`config.mk`:
```
export PLATFORM = sky130hd
export DESIGN_NAME = emifDecoder
export DESIGN_NICKNAME = d
export VERILOG_FILES = /design/src/logic/mmioTypesPkg.sv /design/src/logic/emifDecoder.sv
export SDC_FILE = /design/constraint.sdc
export NUM_CORES = 1
export LEC_CHECK = 0
export BUFFER_PORTS_ARGS = -buffer_cell sky130_fd_sc_hd__buf_4
export CAP_MARGIN = 20
export CELL_PAD_IN_SITES_DETAIL_PLACEMENT = 1
export CELL_PAD_IN_SITES_GLOBAL_PLACEMENT = 2
export CORE_ASPECT_RATIO = 0.7
export CORE_MARGIN = 1.5
export CORE_UTILIZATION = 10
export DETAILED_ROUTE_END_ITERATION = 8
export PLACE_DENSITY_LB_ADDON = 0.25
export SETUP_SLACK_MARGIN = 0.02
export SYNTH_ARGS = -nofsm -noshare
export SYNTH_HDL_FRONTEND = slang
export SYNTH_SLANG_ARGS = --single-unit
export TNS_END_PERCENT = 20
```
`constraint.sdc`:
```
create_clock -name shlClk -period 1 [get_ports shlClk]
set_clock_uncertainty 0.15 [all_clocks]
set_input_delay 0.1 -clock shlClk [delete_from_list [all_inputs] [get_ports shlClk]]
set_output_delay 0.1 -clock shlClk [all_outputs]
set_load 0.05 [all_outputs]
```
`src/logic/mmioTypesPkg.sv`:
```
// Bus, width and shell side struct types of the MMIO client
`default_nettype none

package mmioTypesPkg;

  // ========================================
  // Plain widths
  // ========================================
  typedef logic [7:0]  emifAddr_t;    // Full EMIF byte address
  typedef logic [7:0]  emifData_t;    // One data byte on the bus
  typedef logic [6:0]  regOffset_t;   // Low 7 address bits, offset in a page
  typedef logic [3:0]  pageSel_t;     // 16 RAM pages
  typedef logic [$bits(pageSel_t)+$bits(regOffset_t)-1:0] ramAddr_t;  // {page, offset}
  typedef logic [47:0] macAddr_t;
  typedef logic [31:0] ipAddr_t;

  // ========================================
  // Grouped signals
  // ========================================
  typedef struct packed {
    logic      csN;     // Chip select, active low
    logic      weN;     // Low for a write
    logic      oeN;     // Low lets a read drive the bus
    emifAddr_t addr;
    emifData_t data;    // Write data from the host
  } emifReq_t;

  // Status coming back from the shell
  typedef struct packed {
    logic mc0InitCalComplete;
    logic mc1InitCalComplete;
    logic ethCoreReady;
    logic qpllLock;
  } shellStatus_t;

  typedef struct packed {
    logic     rxEqualizerMode;
    logic     pcsLoopbackEn;
    logic     macLoopbackEn;
    macAddr_t macAddress;
    ipAddr_t  ipAddress;
  } shellCtrl_t;

endpackage

`default_nettype wire

```
`src/logic/emifDecoder.sv`:
```
// EMIF access decoder: region split, write strobes and read data return
`timescale 1ns/1ps
`default_nettype none

module emifDecoder
(
  input  wire                          shlClk,
  input  wire                          reset,
  input  wire mmioTypesPkg::emifReq_t  emifReq,
  input  wire mmioTypesPkg::emifData_t regRdData,  // From register file, registered
  input  wire mmioTypesPkg::emifData_t ramRdData,  // From page RAM, registered
  output logic                         regWr,
  output logic                         ramEn,
  output logic                         ramWr,
  output mmioTypesPkg::regOffset_t     offset,
  output mmioTypesPkg::emifData_t      wrData,
  output mmioTypesPkg::emifData_t      rdData,
  output logic                         dataOe
);

  import mmioTypesPkg::*;

  logic access;      // Chip selected this cycle
  logic upperWin;    // Address bit 7, page window
  logic rdFromRam;   // Region of the last read

  // ========================================
  // Access decode
  // ========================================
  assign access   = ~emifReq.csN;
  assign upperWin = emifReq.addr[$bits(emifAddr_t)-1];
  assign offset   = emifReq.addr[$bits(regOffset_t)-1:0];  // Shared by both regions
  assign wrData   = emifReq.data;

  // Register space only below 0x80
  assign regWr = access & ~emifReq.weN & ~upperWin;
  assign ramEn = access & upperWin;         // Read or write into the window
  assign ramWr = ramEn & ~emifReq.weN;

  // ========================================
  // Read return, one cycle behind the access
  // ========================================
  always_ff @(posedge shlClk)
  begin
    if (reset)
    begin
      rdFromRam <= 1'b0;
      dataOe    <= 1'b0;
    end
    else
    begin
      // Drive the bus only after a read with oeN low
      dataOe <= access & emifReq.weN & ~emifReq.oeN;
      if (access & emifReq.weN)
      begin
        rdFromRam <= upperWin;  // Steers the mux next cycle
      end
    end
  end

  // Both sources already carry one cycle of latency
  assign rdData = rdFromRam ? ramRdData : regRdData;

endmodule

`default_nettype wire

```
==> out/qor.yml, run 1 <==
cp.required_ns: 0.75
grt_pass1_wl_mm: 1.317
tns_ns: -2.903
synthTopCellsByArea: "mux2_4, buf_4, dfxtp_1"
clockBufferDepth: 2
routed_wl_um: 891
boundaryPins: 64
min_from: "reset"
finalSetupViolCount: 8
crit_arrival_ns: 1.11
syn2layout_area_growth_pct: 87.64
maxSlewHeadroom: 0.8902
synth_largest_area_cell: "mux2_4"
drive_above_1_share: 0.8596
clk_pin_slew_ns: 0.03
rows: 17
crit_type: "reg -> out"
antenna_found_initial: 0
setup_slack_ns: -0.3636
critPathCaptureType: "primary output"
syn_avg_cell_area_um2: 10.12
worst_hold_path_type: "in -> reg"
p_per_area_mw_per_mm2: 1117
dr.pass1.iters: 2
worst_pin_slew_ns: 0.1648
htree_levels: 1
wl_per_cell_um: 8.567
rsz0062_at_grt: "true"
min_path_cells: 3
fin_nets: 96
routed-via-count: 311
hold_viol: 0
antennaDiodeCount: 0
cp_max_fo: 9
port_buffers: 33
cts_buffers: 3
track_usage: 0.04740
r2r-end: "rdFromRam"
cap_violations: 0
final_max_slew_viol_count: 0
place_area_um2: 544.3
initial_core_util: 0.1071
leakage_nw: 0.2985
post-route-min-period_ns: 1.364
synth_fp_nets: 71
cp_slowest_stage_delay_ns: 0.43
die_area_mm2: 0.003807
finalCritPeriodShare: 1.364
total_power_w: 0.0007209
worstPathCellList: "mux2_4 -> buf_6"
timing.fmax_mhz: 733.4
whs_endpoint: "rdFromRam"
yosysWarningCount: 0
finalInstanceArea_um2: 645.6
ant_nets: 0
rrSetupSlack_ns: 0.06
critPathLaunchType: "register"
r2r_start: "rdFromRam"
synth.distinct_cells: 11
fin_util: 0.2010
nFillCells: 372
clk_latency_ns: 0.21
violations: "setup timing"
ff2ff_path_depth: 3
die_w_um: 73.11
outcome: "finished, violations left"
core_area_mm2: 0.003212
final_cells: 104
drtIter0Drc: 6
cts_tree: "done"
syn_area_um2: 344.1
grt_max_degree: 10
crit_path_top_delay_cell: "dfxtp_4"
synthCells: 34
dp.cells: 98
cts_root_buf: "clkbuf_8"
clock_sinks: 2
vias_per_cell: 2.990
grt_pass1_vias: 318
synth_top_area_share: 0.3491
overflow: 0
fp.dieH_um: 52.08
gp_congestion: 0.5461
drcViolationCount: 0
ys_seq_area_frac: 0.1164
peakVddDrop_uv: 314.3
yosys_register_bits: 2
cells in the mapped netlist:
cell type   n
nand2b_1    1
nand4bb_1   1
buf_6       1
nor3_1      1
mux2_4      8
o21ai_1     1
buf_4      15
nor3b_1     1
nor2b_1     2
nor3b_2     1
dfxtp_1     2
area by class of cell:
| cell class | instances | area [µm²] | share of cell area |
|---|---|---|---|
| Timing Repair Buffer | 36 | 305.3 | 0.4729 |
| Multi-Input combinational cell | 16 | 196.4 | 0.3043 |
| Tap cell | 47 | 58.81 | 0.09109 |
| Sequential cell | 2 | 43.79 | 0.06783 |
| Clock buffer | 3 | 41.29 | 0.06395 |
cells in the final DEF, fill, tap and decap left out:
master	synthesis	layout
buf_4	15	26
mux2_4	8	8
buf_6	1	8
clkbuf_8	0	3
nor2b_1	2	2
nor3b_2	1	2
dlygate4sd3_1	0	2
nor3_4	0	1
nand2b_1	1	1
nand4bb_1	1	1
o21ai_1	1	1
dfxtp_1	2	1
dfxtp_4	0	1
report_power, final:
part / internal [W] / total, W / switching, W
sequential: 0.0000825 / 0.0000910 / 0.00000848
combinational: 0.000158 / 0.000316 / 0.000157
clock: 0.000254 / 0.000314 / 0.0000601
timing repair:
action | 4_1_cts | 5_1_grt
endpoints found under the hold margin | 1 | 0
hold buffers | 2 | 0
setup endpoints to repair | 8 | 9
buffers inserted | 1 | 0
gates resized for setup | 9 | 0
pin swaps | 0 | 0
cell families (layout without fill, tap and decap cells):
kind of cell / count (synthesis) / after routing / synth area share
DFF: 2 / 2 / 0.1164
buffers and inverters: 16 / 39 / 0.3600
muxes: 8 / 8 / 0.3491
and+or+nand+nor: 7 / 7 / 0.1600
AOI/OAI and AO/OA: 1 / 1 / 0.01453
metrics by stage:
stage                     hold WS [ns]  setup slack (ns)
after detailed placement       0.05034           -0.2669
after global placement         0.05034           -0.2560
after global routing           0.03284           -0.4006
final                          0.01222           -0.3636
after floorplan                0.01875          -0.07636
after CTS                     0.007728           -0.3806
worst max-delay path: cells and delay by family (launching register included):
kind	cells	cell delay, ns
flip-flops	1	0.43
multiplexers	1	0.32
buffers and inverters	1	0.15
flip-flops by register name (all words and copies together) (netlist names):
signal / flops
dataOe: 1
rdFromRam: 1
how the worst max path moves through the flow:
stage                   start   endpoint  slack [ns]  depth (start not counted)
finish              rdFromRam  rdData[3]       -0.36                          2
global route        rdFromRam  rdData[1]       -0.40                          2
CTS                 rdFromRam  rdData[6]       -0.38                          2
detailed placement  rdFromRam  rdData[6]       -0.27                          2
global placement    rdFromRam  rdData[1]       -0.26                          2
floorplan           rdFromRam  rdData[0]       -0.08                          2
routing by layer:
layer  share of wire  wire, µm  up-vias  global-route usage
li1                -         -      146                   -
met1            0.35       312      153             0.04028
met2            0.57       509       12             0.07727
met3           0.077        69        0             0.03295
met4               0         0        0             0.03774
met5               0         0        -                   0
Note: power is estimated with default switching activity, not from simulation.
==> run 2, diff against run 1 <==
PLACE_DENSITY = 0.86   (was unset)
PLACE_DENSITY_LB_ADDON = unset   (was 0.25)
==> run 2 against run 1 <==
The run still ends with setup timing left. Non-clock buffer count increased by 1. Sequential share of layout area decreased by 0.24 points. First-iteration DRC count decreased by 83%. Cell count increased by 0.96%. Sequential cell count unchanged. Fmax decreased by 1.3%. Clock power decreased by 1%. Cell area increased by 3.7%. Via count increased by 7.4%. Combinational power increased by 6.6%. Global-route usage increased by 1.8 points. Critical endpoint is now rdData[7]. Highest routed layer is now met4.
==> out/qor.yml, run 2 (synthesis gave the netlist of run 1 again) <==
outcome: "finished, violations left"
violations: "setup timing"
cts_root_buf: "clkbuf_8"
dr.pass1.iters: 2
drive_above_1_share: 0.8621
dp_hpwl_um: 937.9
antenna_found_initial: 0
clk_latency_ns: 0.21
tns_ns: -3.037
cp_max_fo: 5
rows: 17
grt_max_degree: 6
crit_start: "rdFromRam"
die_w_um: 73.11
critPathCaptureType: "primary output"
clock_power_share: 0.423
post-route-min-period_ns: 1.381
port_buffers: 33
final_common_cell: "buf_4"
fin_util: 0.2084
gp_congestion: 0.6912
rrSetupSlack_ns: 0.15
critPathLaunchType: "register"
power_switching_share: 0.3128
place_area_um2: 544.3
grt_pass1_vias: 377
p_switching_w: 0.0002290
die_area_mm2: 0.003807
core_area_mm2: 0.003212
grt_pass1_wl_mm: 1.642
finalCritPeriodShare: 1.381
clockBufferDepth: 2
cts_tree: "done"
r2r-end: "rdFromRam"
worstSetupEndpoint: "rdData[7]"
syn2layout_area_growth_pct: 94.55
ant_nets: 0
hold_viol: 0
ff2ff_path_depth: 3
largestRegisters: "dataOe x1, rdFromRam x1"
routed-via-count: 334
boundaryPins: 64
vias_per_cell: 3.181
initial_core_util: 0.1071
layout_common_cells: "buf_4, buf_6, mux2_4, clkbuf_8"
drcViolationCount: 0
drtIter0Drc: 1
internal-power_w: 0.0005030
antennaDiodeCount: 0
crit_type: "reg -> out"
comb_power_share: 0.460
rsz0062_at_grt: "true"
dp_slack_ns: -0.2554
htree_levels: 1
peakVddDrop_uv: 329.2
overflow: 0
routed_wl_mm: 1.127
setup_slack_ns: -0.3810
clock_sinks: 2
finalSetupViolCount: 8
timing.fmax_mhz: 724.1
maxSlewHeadroom: 0.8881
cp.required_ns: 0.75
seqPwrFrac: 0.116
track_usage: 0.06554
p_per_area_mw_per_mm2: 1093
total_power_w: 0.0007319
fin_nets: 97
fp.dieH_um: 52.08
crit_arrival_ns: 1.13
r2r_start: "rdFromRam"
finalInstanceArea_um2: 669.4
worst_pin_slew_ns: 0.1675
final_max_slew_viol_count: 0
worst_hold_path_type: "in -> reg"
cts_buffers: 3
wl_per_cell_um: 10.73
clk_pin_slew_ns: 0.03
cap_violations: 0
leakage_nw: 0.3077
run 2: cell types whose count changed in the layout (fill, tap and decap cells not counted):
| cell | before | now |
|---|---|---|
| buf_12 | 0 | 1 |
| buf_4 | 26 | 25 |
| buf_6 | 8 | 9 |
run 2: power groups by stage:
stage	registers, W	logic (W)	clock network (W)
floorplan	0.0000896	0.000339	0
global placement	0.0000930	0.000291	0
detailed placement	0.0000940	0.000294	0
CTS	0.0000851	0.000340	0.000321
global route	0.0000857	0.000352	0.000337
finish	0.0000852	0.000337	0.000310
run 2: routing by layer:
layer,vias up,global-route usage,share of wire
met5,-,0,0
met4,0,0.03459,0.015
met1,146,0.04948,0.33
met3,4,0.04457,0.18
li1,149,-,-
met2,35,0.1242,0.47
run 2: worst max-delay path, cell delays in order, from the launching register on:
cell	delay, ns
dfxtp_4	0.34
buf_12	0.13
mux2_4	0.30
buf_6	0.15
run 2: area by class of cell:
| cell class | count | area, µm² |
|---|---|---|
| fillers | 374 | 2542 |
| multi-input cells | 16 | 196.4 |
| well taps | 47 | 58.81 |
| clock buffers | 3 | 41.29 |
| flip-flops and latches | 2 | 43.79 |
| repair buffers | 37 | 329.1 |
run 2: how the worst min path moves through the flow:
stage	slack [ns]	startpoint	endpoint	cells after the start
after detailed placement	0.05	emifReq[10]	offset[2]	0
after floorplan	0.02	emifReq[16]	dataOe	1
after CTS	0.02	reset	rdFromRam	3
after global routing	0.05	emifReq[9]	offset[1]	0
final	0.02	reset	rdFromRam	3
after global placement	0.05	emifReq[10]	offset[2]	0
run 2: repair_timing:
item,in CTS,in global routing
pin swaps,0,0
endpoints found under the hold margin,1,0
hold buffers,2,0
setup buffers,2,0
gates resized for setup,11,0
setup endpoints to repair,8,8
run 2: per-stage QoR:
stage / hold slack (ns) / cells
floorplan: 0.01875 / 34
CTS: 0.01939 / 105
finish: 0.01956 / 105
detailed placement: 0.05034 / 98
global placement: 0.05034 / 98
global route: 0.05008 / 105
