[src/logic/mmioTypesPkg.sv]
// Bus, width and shell side struct types of the MMIO client
`default_nettype none

package mmioTypesPkg;

  // ========================================
  // Plain widths
  // ========================================
  typedef logic [7:0]  emifAddr_t;    // Full EMIF byte address
  typedef logic [7:0]  emifData_t;    // One data byte on the bus
  typedef logic [6:0]  regOffset_t;   // Low 7 address bits, offset in a page
  typedef logic [3:0]  pageSel_t;     // 16 RAM pages
  typedef logic [$bits(pageSel_t)+$bits(regOffset_t)-1:0] ramAddr_t;  // {page, offset}
  typedef logic [47:0] macAddr_t;
  typedef logic [31:0] ipAddr_t;

  // ========================================
  // Grouped signals
  // ========================================
  typedef struct packed {
    logic      csN;     // Chip select, active low
    logic      weN;     // Low for a write
    logic      oeN;     // Low lets a read drive the bus
    emifAddr_t addr;
    emifData_t data;    // Write data from the host
  } emifReq_t;

  // Status coming back from the shell
  typedef struct packed {
    logic mc0InitCalComplete;
    logic mc1InitCalComplete;
    logic ethCoreReady;
    logic qpllLock;
  } shellStatus_t;

  typedef struct packed {
    logic     rxEqualizerMode;
    logic     pcsLoopbackEn;
    logic     macLoopbackEn;
    macAddr_t macAddress;
    ipAddr_t  ipAddress;
  } shellCtrl_t;

endpackage

`default_nettype wire

[src/logic/mmioMapPkg.sv]
// Register offsets, reset values and page RAM geometry
`default_nettype none

package mmioMapPkg;

  import mmioTypesPkg::*;

  // ========================================
  // Register offsets
  // ========================================
  // Configuration, read only
  localparam regOffset_t CfgVpd       = 7'h00;
  localparam regOffset_t CfgVer       = 7'h01;
  localparam regOffset_t CfgRev       = 7'h02;
  // Physical
  localparam regOffset_t PhyStat      = 7'h10;  // Read only, shell status
  localparam regOffset_t PhyCtrl      = 7'h11;
  // Layer 2
  localparam regOffset_t Ly2Ctrl      = 7'h20;
  localparam regOffset_t Ly2Mac0      = 7'h22;  // Most significant MAC byte
  localparam regOffset_t Ly2Mac1      = 7'h23;
  localparam regOffset_t Ly2Mac2      = 7'h24;
  localparam regOffset_t Ly2Mac3      = 7'h25;
  localparam regOffset_t Ly2Mac4      = 7'h26;
  localparam regOffset_t Ly2Mac5      = 7'h27;
  // Layer 3
  localparam regOffset_t Ly3Ctrl0     = 7'h30;
  localparam regOffset_t Ly3Ip0       = 7'h34;  // Most significant IP byte
  localparam regOffset_t Ly3Ip1       = 7'h35;
  localparam regOffset_t Ly3Ip2       = 7'h36;
  localparam regOffset_t Ly3Ip3       = 7'h37;
  // Diagnostic
  localparam regOffset_t DiagScratch0 = 7'h70;
  localparam regOffset_t DiagScratch1 = 7'h71;
  localparam regOffset_t DiagScratch2 = 7'h72;
  localparam regOffset_t DiagScratch3 = 7'h73;
  localparam regOffset_t DiagLoopCtrl = 7'h74;
  localparam regOffset_t DiagPageSel  = 7'h7F;  // Low nibble picks the RAM page

  // ========================================
  // Reset values
  // ========================================
  localparam emifData_t cVpdValue       = 8'h3C;  // User product data
  localparam emifData_t cVersion        = 8'h01;
  localparam emifData_t cRevision       = 8'h00;
  localparam emifData_t cPhyCtrlDefault = 8'h01;  // Rx equalizer mode on
  localparam emifData_t cRegDefault     = 8'h00;  // Every other writable byte

  // Page RAM geometry
  localparam int cRamPages = 16;
  localparam int cPageBytes = 128;
  localparam int cRamBytes = cRamPages * cPageBytes;  // 2 KB

endpackage

`default_nettype wire

[src/logic/mmioRegFile.sv]
// Control and status register file with write decode, read mux and shell outputs
`timescale 1ns/1ps
`default_nettype none

module mmioRegFile
(
  input  wire                             shlClk,
  input  wire                             reset,
  input  wire                             regWr,       // One cycle write strobe
  input  wire mmioTypesPkg::regOffset_t   offset,
  input  wire mmioTypesPkg::emifData_t    wrData,
  input  wire mmioTypesPkg::shellStatus_t shellStatus,
  output mmioTypesPkg::emifData_t         regRdData,
  output mmioTypesPkg::shellCtrl_t        shellCtrl,
  output mmioTypesPkg::pageSel_t          pageSel
);

  import mmioTypesPkg::*;
  import mmioMapPkg::*;

  // ========================================
  // Register storage
  // ========================================
  emifData_t phyCtrl;
  emifData_t ly2Ctrl;
  emifData_t ly3Ctrl0;
  emifData_t loopCtrl;        // Bit 0 PCS, bit 1 MAC loopback
  emifData_t pageSelReg;
  emifData_t macReg [6];      // Mac0 first
  emifData_t ipReg [4];       // Ip0 first
  emifData_t scratchReg [4];

  // Index within each byte group
  logic [2:0] macIdx;
  logic [1:0] ipIdx;
  logic [1:0] scratchIdx;

  assign macIdx     = 3'(offset - Ly2Mac0);
  assign ipIdx      = 2'(offset - Ly3Ip0);
  assign scratchIdx = 2'(offset - DiagScratch0);

  // Write decode, read-only and unmapped offsets fall through
  always_ff @(posedge shlClk)
  begin
    if (reset)
    begin
      phyCtrl    <= cPhyCtrlDefault;
      ly2Ctrl    <= cRegDefault;
      ly3Ctrl0   <= cRegDefault;
      loopCtrl   <= cRegDefault;
      pageSelReg <= cRegDefault;
      macReg     <= '{default: cRegDefault};
      ipReg      <= '{default: cRegDefault};
      scratchReg <= '{default: cRegDefault};
    end
    else if (regWr)
    begin
      case (offset)
        PhyCtrl:      phyCtrl <= wrData;
        Ly2Ctrl:      ly2Ctrl <= wrData;
        Ly2Mac0, Ly2Mac1, Ly2Mac2, Ly2Mac3, Ly2Mac4, Ly2Mac5:
          macReg[macIdx] <= wrData;
        Ly3Ctrl0:     ly3Ctrl0 <= wrData;
        Ly3Ip0, Ly3Ip1, Ly3Ip2, Ly3Ip3:
          ipReg[ipIdx] <= wrData;
        DiagScratch0, DiagScratch1, DiagScratch2, DiagScratch3:
          scratchReg[scratchIdx] <= wrData;
        DiagLoopCtrl: loopCtrl <= wrData;
        DiagPageSel:  pageSelReg <= wrData;
        default:      ;  // CFG, PhyStat and holes
      endcase
    end
  end

  // ========================================
  // Read mux, registered for one cycle latency
  // ========================================
  always_ff @(posedge shlClk)
  begin
    case (offset)
      CfgVpd:   regRdData <= cVpdValue;
      CfgVer:   regRdData <= cVersion;
      CfgRev:   regRdData <= cRevision;
      PhyStat:  regRdData <= {4'b0000,
                              shellStatus.qpllLock,
                              shellStatus.ethCoreReady,
                              shellStatus.mc1InitCalComplete,
                              shellStatus.mc0InitCalComplete};  // Bit 0 is mc0
      PhyCtrl:  regRdData <= phyCtrl;
      Ly2Ctrl:  regRdData <= ly2Ctrl;
      Ly2Mac0, Ly2Mac1, Ly2Mac2, Ly2Mac3, Ly2Mac4, Ly2Mac5:
        regRdData <= macReg[macIdx];
      Ly3Ctrl0: regRdData <= ly3Ctrl0;
      Ly3Ip0, Ly3Ip1, Ly3Ip2, Ly3Ip3:
        regRdData <= ipReg[ipIdx];
      DiagScratch0, DiagScratch1, DiagScratch2, DiagScratch3:
        regRdData <= scratchReg[scratchIdx];
      DiagLoopCtrl: regRdData <= loopCtrl;
      DiagPageSel:  regRdData <= pageSelReg;
      default:      regRdData <= '0;  // Unmapped reads as zero
    endcase
  end

  // ========================================
  // Shell outputs
  // ========================================
  always_comb
  begin
    shellCtrl.rxEqualizerMode = phyCtrl[0];
    shellCtrl.pcsLoopbackEn   = loopCtrl[0];
    shellCtrl.macLoopbackEn   = loopCtrl[1];
    shellCtrl.macAddress      = {macReg[0], macReg[1], macReg[2],
                                 macReg[3], macReg[4], macReg[5]};
    shellCtrl.ipAddress       = {ipReg[0], ipReg[1], ipReg[2], ipReg[3]};
  end

  assign pageSel = pageSelReg[$bits(pageSel_t)-1:0];  // Upper bits alias

endmodule

`default_nettype wire

[config.mk]
export PLATFORM = sky130hd
export DESIGN_NAME = mmioRegFile
export DESIGN_NICKNAME = d
export VERILOG_FILES = /design/src/logic/mmioTypesPkg.sv /design/src/logic/mmioMapPkg.sv /design/src/logic/mmioRegFile.sv
export SDC_FILE = /design/constraint.sdc
export NUM_CORES = 1
export LEC_CHECK = 0
export ABC_AREA = 1
export BUFFER_PORTS_ARGS = -buffer_cell sky130_fd_sc_hd__buf_2
export CORE_MARGIN = 3
export CORE_UTILIZATION = 48
export CTS_BUF_LIST = sky130_fd_sc_hd__clkbuf_8
export CTS_CLUSTER_SIZE = 28
export DETAILED_ROUTE_END_ITERATION = 16
export PLACE_DENSITY = 0.7
export SETUP_SLACK_MARGIN = 0.5
export SLEW_MARGIN = 40
export SYNTH_ARGS = -nofsm -noshare
export SYNTH_HDL_FRONTEND = slang
export SYNTH_SLANG_ARGS = --single-unit
[constraint.sdc]
create_clock -name shlClk -period 2.19 [get_ports shlClk]
set_input_delay 0.219 -clock shlClk [delete_from_list [all_inputs] [get_ports shlClk]]
set_output_delay 0.219 -clock shlClk [all_outputs]
set_load 0.05 [all_outputs]
==> flow_summary.json <==
{
  "drt-pass1-iter-count": 5,
  "grt_pass1_wl_microns": 38180,
  "relSlewSlack": 0.6057,
  "drc": 0,
  "vias": 7901,
  "grt_max_degree": 74,
  "cts_buffers": 17,
  "p_leak_nw": 3.932,
  "status": "completed",
  "synth-seq-area-share": 0.4250,
  "rsz0062_at_grt": "false",
  "finalClockSkew_ps": 8.242,
  "drive_above_1_share": 0.1560,
  "grt_pass1_vias": 6914,
  "overflow": 0,
  "synth-warning-count": 0,
  "synth_cell_types": 21,
  "reg2reg_from": "shellCtrl[67]$_SDFFE_PP0P_",
  "core_region_area_sq_um": 15260,
  "area_growth_pct": 15.71,
  "vias_per_cell": 5.181,
  "hold_violations": 0,
  "cts_root_buffer": "clkbuf_8",
  "clk_path_buf_depth": 2,
  "p_per_area_nw_per_um2": 622.3,
  "drv_cap": 0,
  "track_usage": 0.2753,
  "ios": 117,
  "wirelength_microns": 23940,
  "synth_area_sq_um": 7536,
  "setup_violations": 0,
  "instances_no_fill": 1525,
  "holdCritStartpoint": "shellStatus[0]",
  "clk_latency_ps": 460,
  "max_freq_mhz": 661.1,
  "yosys.area.top_type_share": 0.4250,
  "antenna_left": 0,
  "die_w_microns": 131.3,
  "cts_hold_buf": 0,
  "worstPathArrival_ps": 1840,
  "gp_congestion": 0.9324,
  "reg2reg_to": "regRdData[3]$_SDFF_PN0_",
  "finalSetupTns_ps": 0,
  "synthTopCellsByArea": "dfxtp_1 43%, nand2_1 24%, nor2_1 7.6%",
  "peakVddDrop_v": 0.0003568,
  "syn_area_per_cell_sq_um": 6.285,
  "hold_path_class": "input pin to register",
  "ys_ff_latch": 160,
  "post_cts_resized": 0,
  "n_fill_cell": 1553,
  "antenna_found_initial": 0,
  "die_h_microns": 131.3,
  "cp.required_ps": 2520,
  "criticalPathCategory": "input pin to register",
  "num_rows": 45,
  "nNetsFinal": 1326,
  "final_max_slew_viol_count": 0,
  "n_antenna_cell": 0,
  "period_minus_slack_ps": 1513,
  "synth_area_leader_cell": "dfxtp_1",
  "dp_cells": 1493,
  "reg2reg_setup_slack_ps": 950,
  "synth_cells": 1199,
  "syn_nets": 1224,
  "cp_max_fo": 16,
  "die_area_sq_um": 17240,
  "endpoint_kind": "register",
  "start_kind": "input pin",
  "fin_crit_sh": 0.6907,
  "io_buffers": 116,
  "hold_path_end": "regRdData[3]$_SDFF_PN0_",
  "avgRoutedWirePerCell_microns": 15.70,
  "hold_depth": 5,
  "reg2regPathDepth": 8,
  "cts_tree": "built",
  "clock_sinks": 160,
  "h-tree-depth": 4,
  "dr.first_iter.drc_count": 943,
  "initial_core_util": 0.4939,
  "postCtsSetupRepairBufs": 0,
  "cts.clk_slew.worst_paths_ps": 80,
  "worstMarginPinSlew_ps": 591.5,
  "dp_hpwl_microns": 16750
}
[final cells by class]
class                           count  area [sq um]  area share
Multi-Input combinational cell    897          3754      0.4305
Sequential cell                   160          3203      0.3673
Timing Repair Buffer              149         853.3     0.09786
Inverter                           76         285.3     0.03272
Tap cell                          211         264.0     0.03028
Clock buffer                       19         261.5     0.02999
Clock inverter                     13         98.84     0.01134
[metrics by stage]
| stage | worst slack [ps] | area [sq um] | utilization | power [mW] | hold WS (ps) |
|---|---|---|---|---|---|
| final | 677.4 | 8720 | 0.5715 | 5.426 | 68.86 |
| after CTS | 747.0 | 8720 | 0.5715 | 5.446 | 44.91 |
| after detailed placement | 249.1 | 8359 | 0.5478 | 3.430 | 439.0 |
| after global routing | 513.8 | 8720 | 0.5715 | 5.616 | 93.70 |
| after floorplan | 500.9 | 7537 | - | 3.264 | 385.7 |
| after global placement | 254.4 | 8359 | 0.5478 | 3.429 | 437.1 |
[sequential cells by signal (all words and copies together) (netlist names)]
register and flops:
scratchReg 32, loopCtrl 8, phyCtrl 8, shellCtrl 80
pageSelReg 8, ly3Ctrl0 8, ly2Ctrl 8, regRdData 8
[cell families after synthesis]
| family | after synthesis | share of synthesized area |
|---|---|---|
| adder cells (fa/ha/maj) | 3 | 0.004981 |
| flip-flops | 160 | 0.4250 |
| buffers and inverters | 142 | 0.07687 |
| AO/OA/AOI/OAI | 130 | 0.08667 |
| AND/OR/NAND/NOR | 764 | 0.4064 |
[synth_stat cells]
| cell type | n |
|---|---|
| a21oi_1 | 104 |
| buf_1 | 9 |
| buf_2 | 16 |
| buf_4 | 7 |
| clkbuf_1 | 34 |
| clkinv_1 | 1 |
| dfxtp_1 | 160 |
| ha_1 | 3 |
| inv_1 | 63 |
| inv_2 | 12 |
| nand2_1 | 490 |
| nand2_2 | 1 |
| nand3_1 | 106 |
| nand4_1 | 1 |
| nor2_1 | 152 |
| nor2_2 | 9 |
| nor2_4 | 3 |
| nor3_2 | 2 |
| o211ai_1 | 1 |
| o21ai_0 | 24 |
| o21ai_1 | 1 |
[worst max-delay path by stage]
stage / from / end
floorplan: offset[1] / regRdData[0]$_SDFF_PN0_
global placement: offset[2] / scratchReg[14]$_SDFFE_PP0P_
detailed placement: offset[2] / scratchReg[14]$_SDFFE_PP0P_
CTS: offset[2] / scratchReg[11]$_SDFFE_PP0P_
global route: offset[6] / shellCtrl[65]$_SDFFE_PP0P_
finish: offset[2] / scratchReg[14]$_SDFFE_PP0P_
[where the power goes]
group          leakage [nW]  total, mW  switching [mW]  internal, mW
Sequential             1.29       2.92         0.00721          2.92
Clock                 0.195       2.05            1.11         0.938
Combinational          2.45      0.451           0.343         0.108
Total                  3.93       5.43            1.46          3.96
[critical path, stage by stage]
cell and delay, ps:
buf_2 170, inv_1 100, nand2_1 110, nor2_2 270, inv_2 120, nor2_4 350, nand2_1 300, nand2_1 130
a21oi_1 60
[cells in the final DEF (no fill, tap or decap)]
cell,synthesis,layout
a21oi_1,104,104
buf_12,0,2
buf_2,16,116
buf_4,7,31
bufinv_16,0,1
clkbuf_8,0,19
clkinv_1,1,1
clkinv_2,0,5
clkinv_4,0,2
clkinvlp_4,0,2
dfxtp_1,160,160
ha_1,3,3
inv_1,63,66
inv_2,12,12
nand2_1,490,490
nand2_2,1,1
nand3_1,106,106
nand4_1,1,1
nor2_1,152,152
nor2_2,9,9
nor2_4,3,3
nor3_2,2,2
o211ai_1,1,1
o21ai_0,24,24
o21ai_1,1,1
[layer usage]
metal | share of wire | routed length [microns] | global-route usage
met5 | 0 | 0 | 0
met2 | 0.44 | 10530 | 0.4064
met4 | 0.021 | 493 | 0.08110
met1 | 0.45 | 10850 | 0.4035
met3 | 0.086 | 2066 | 0.06049
Note: power is estimated with default switching activity, not from simulation.
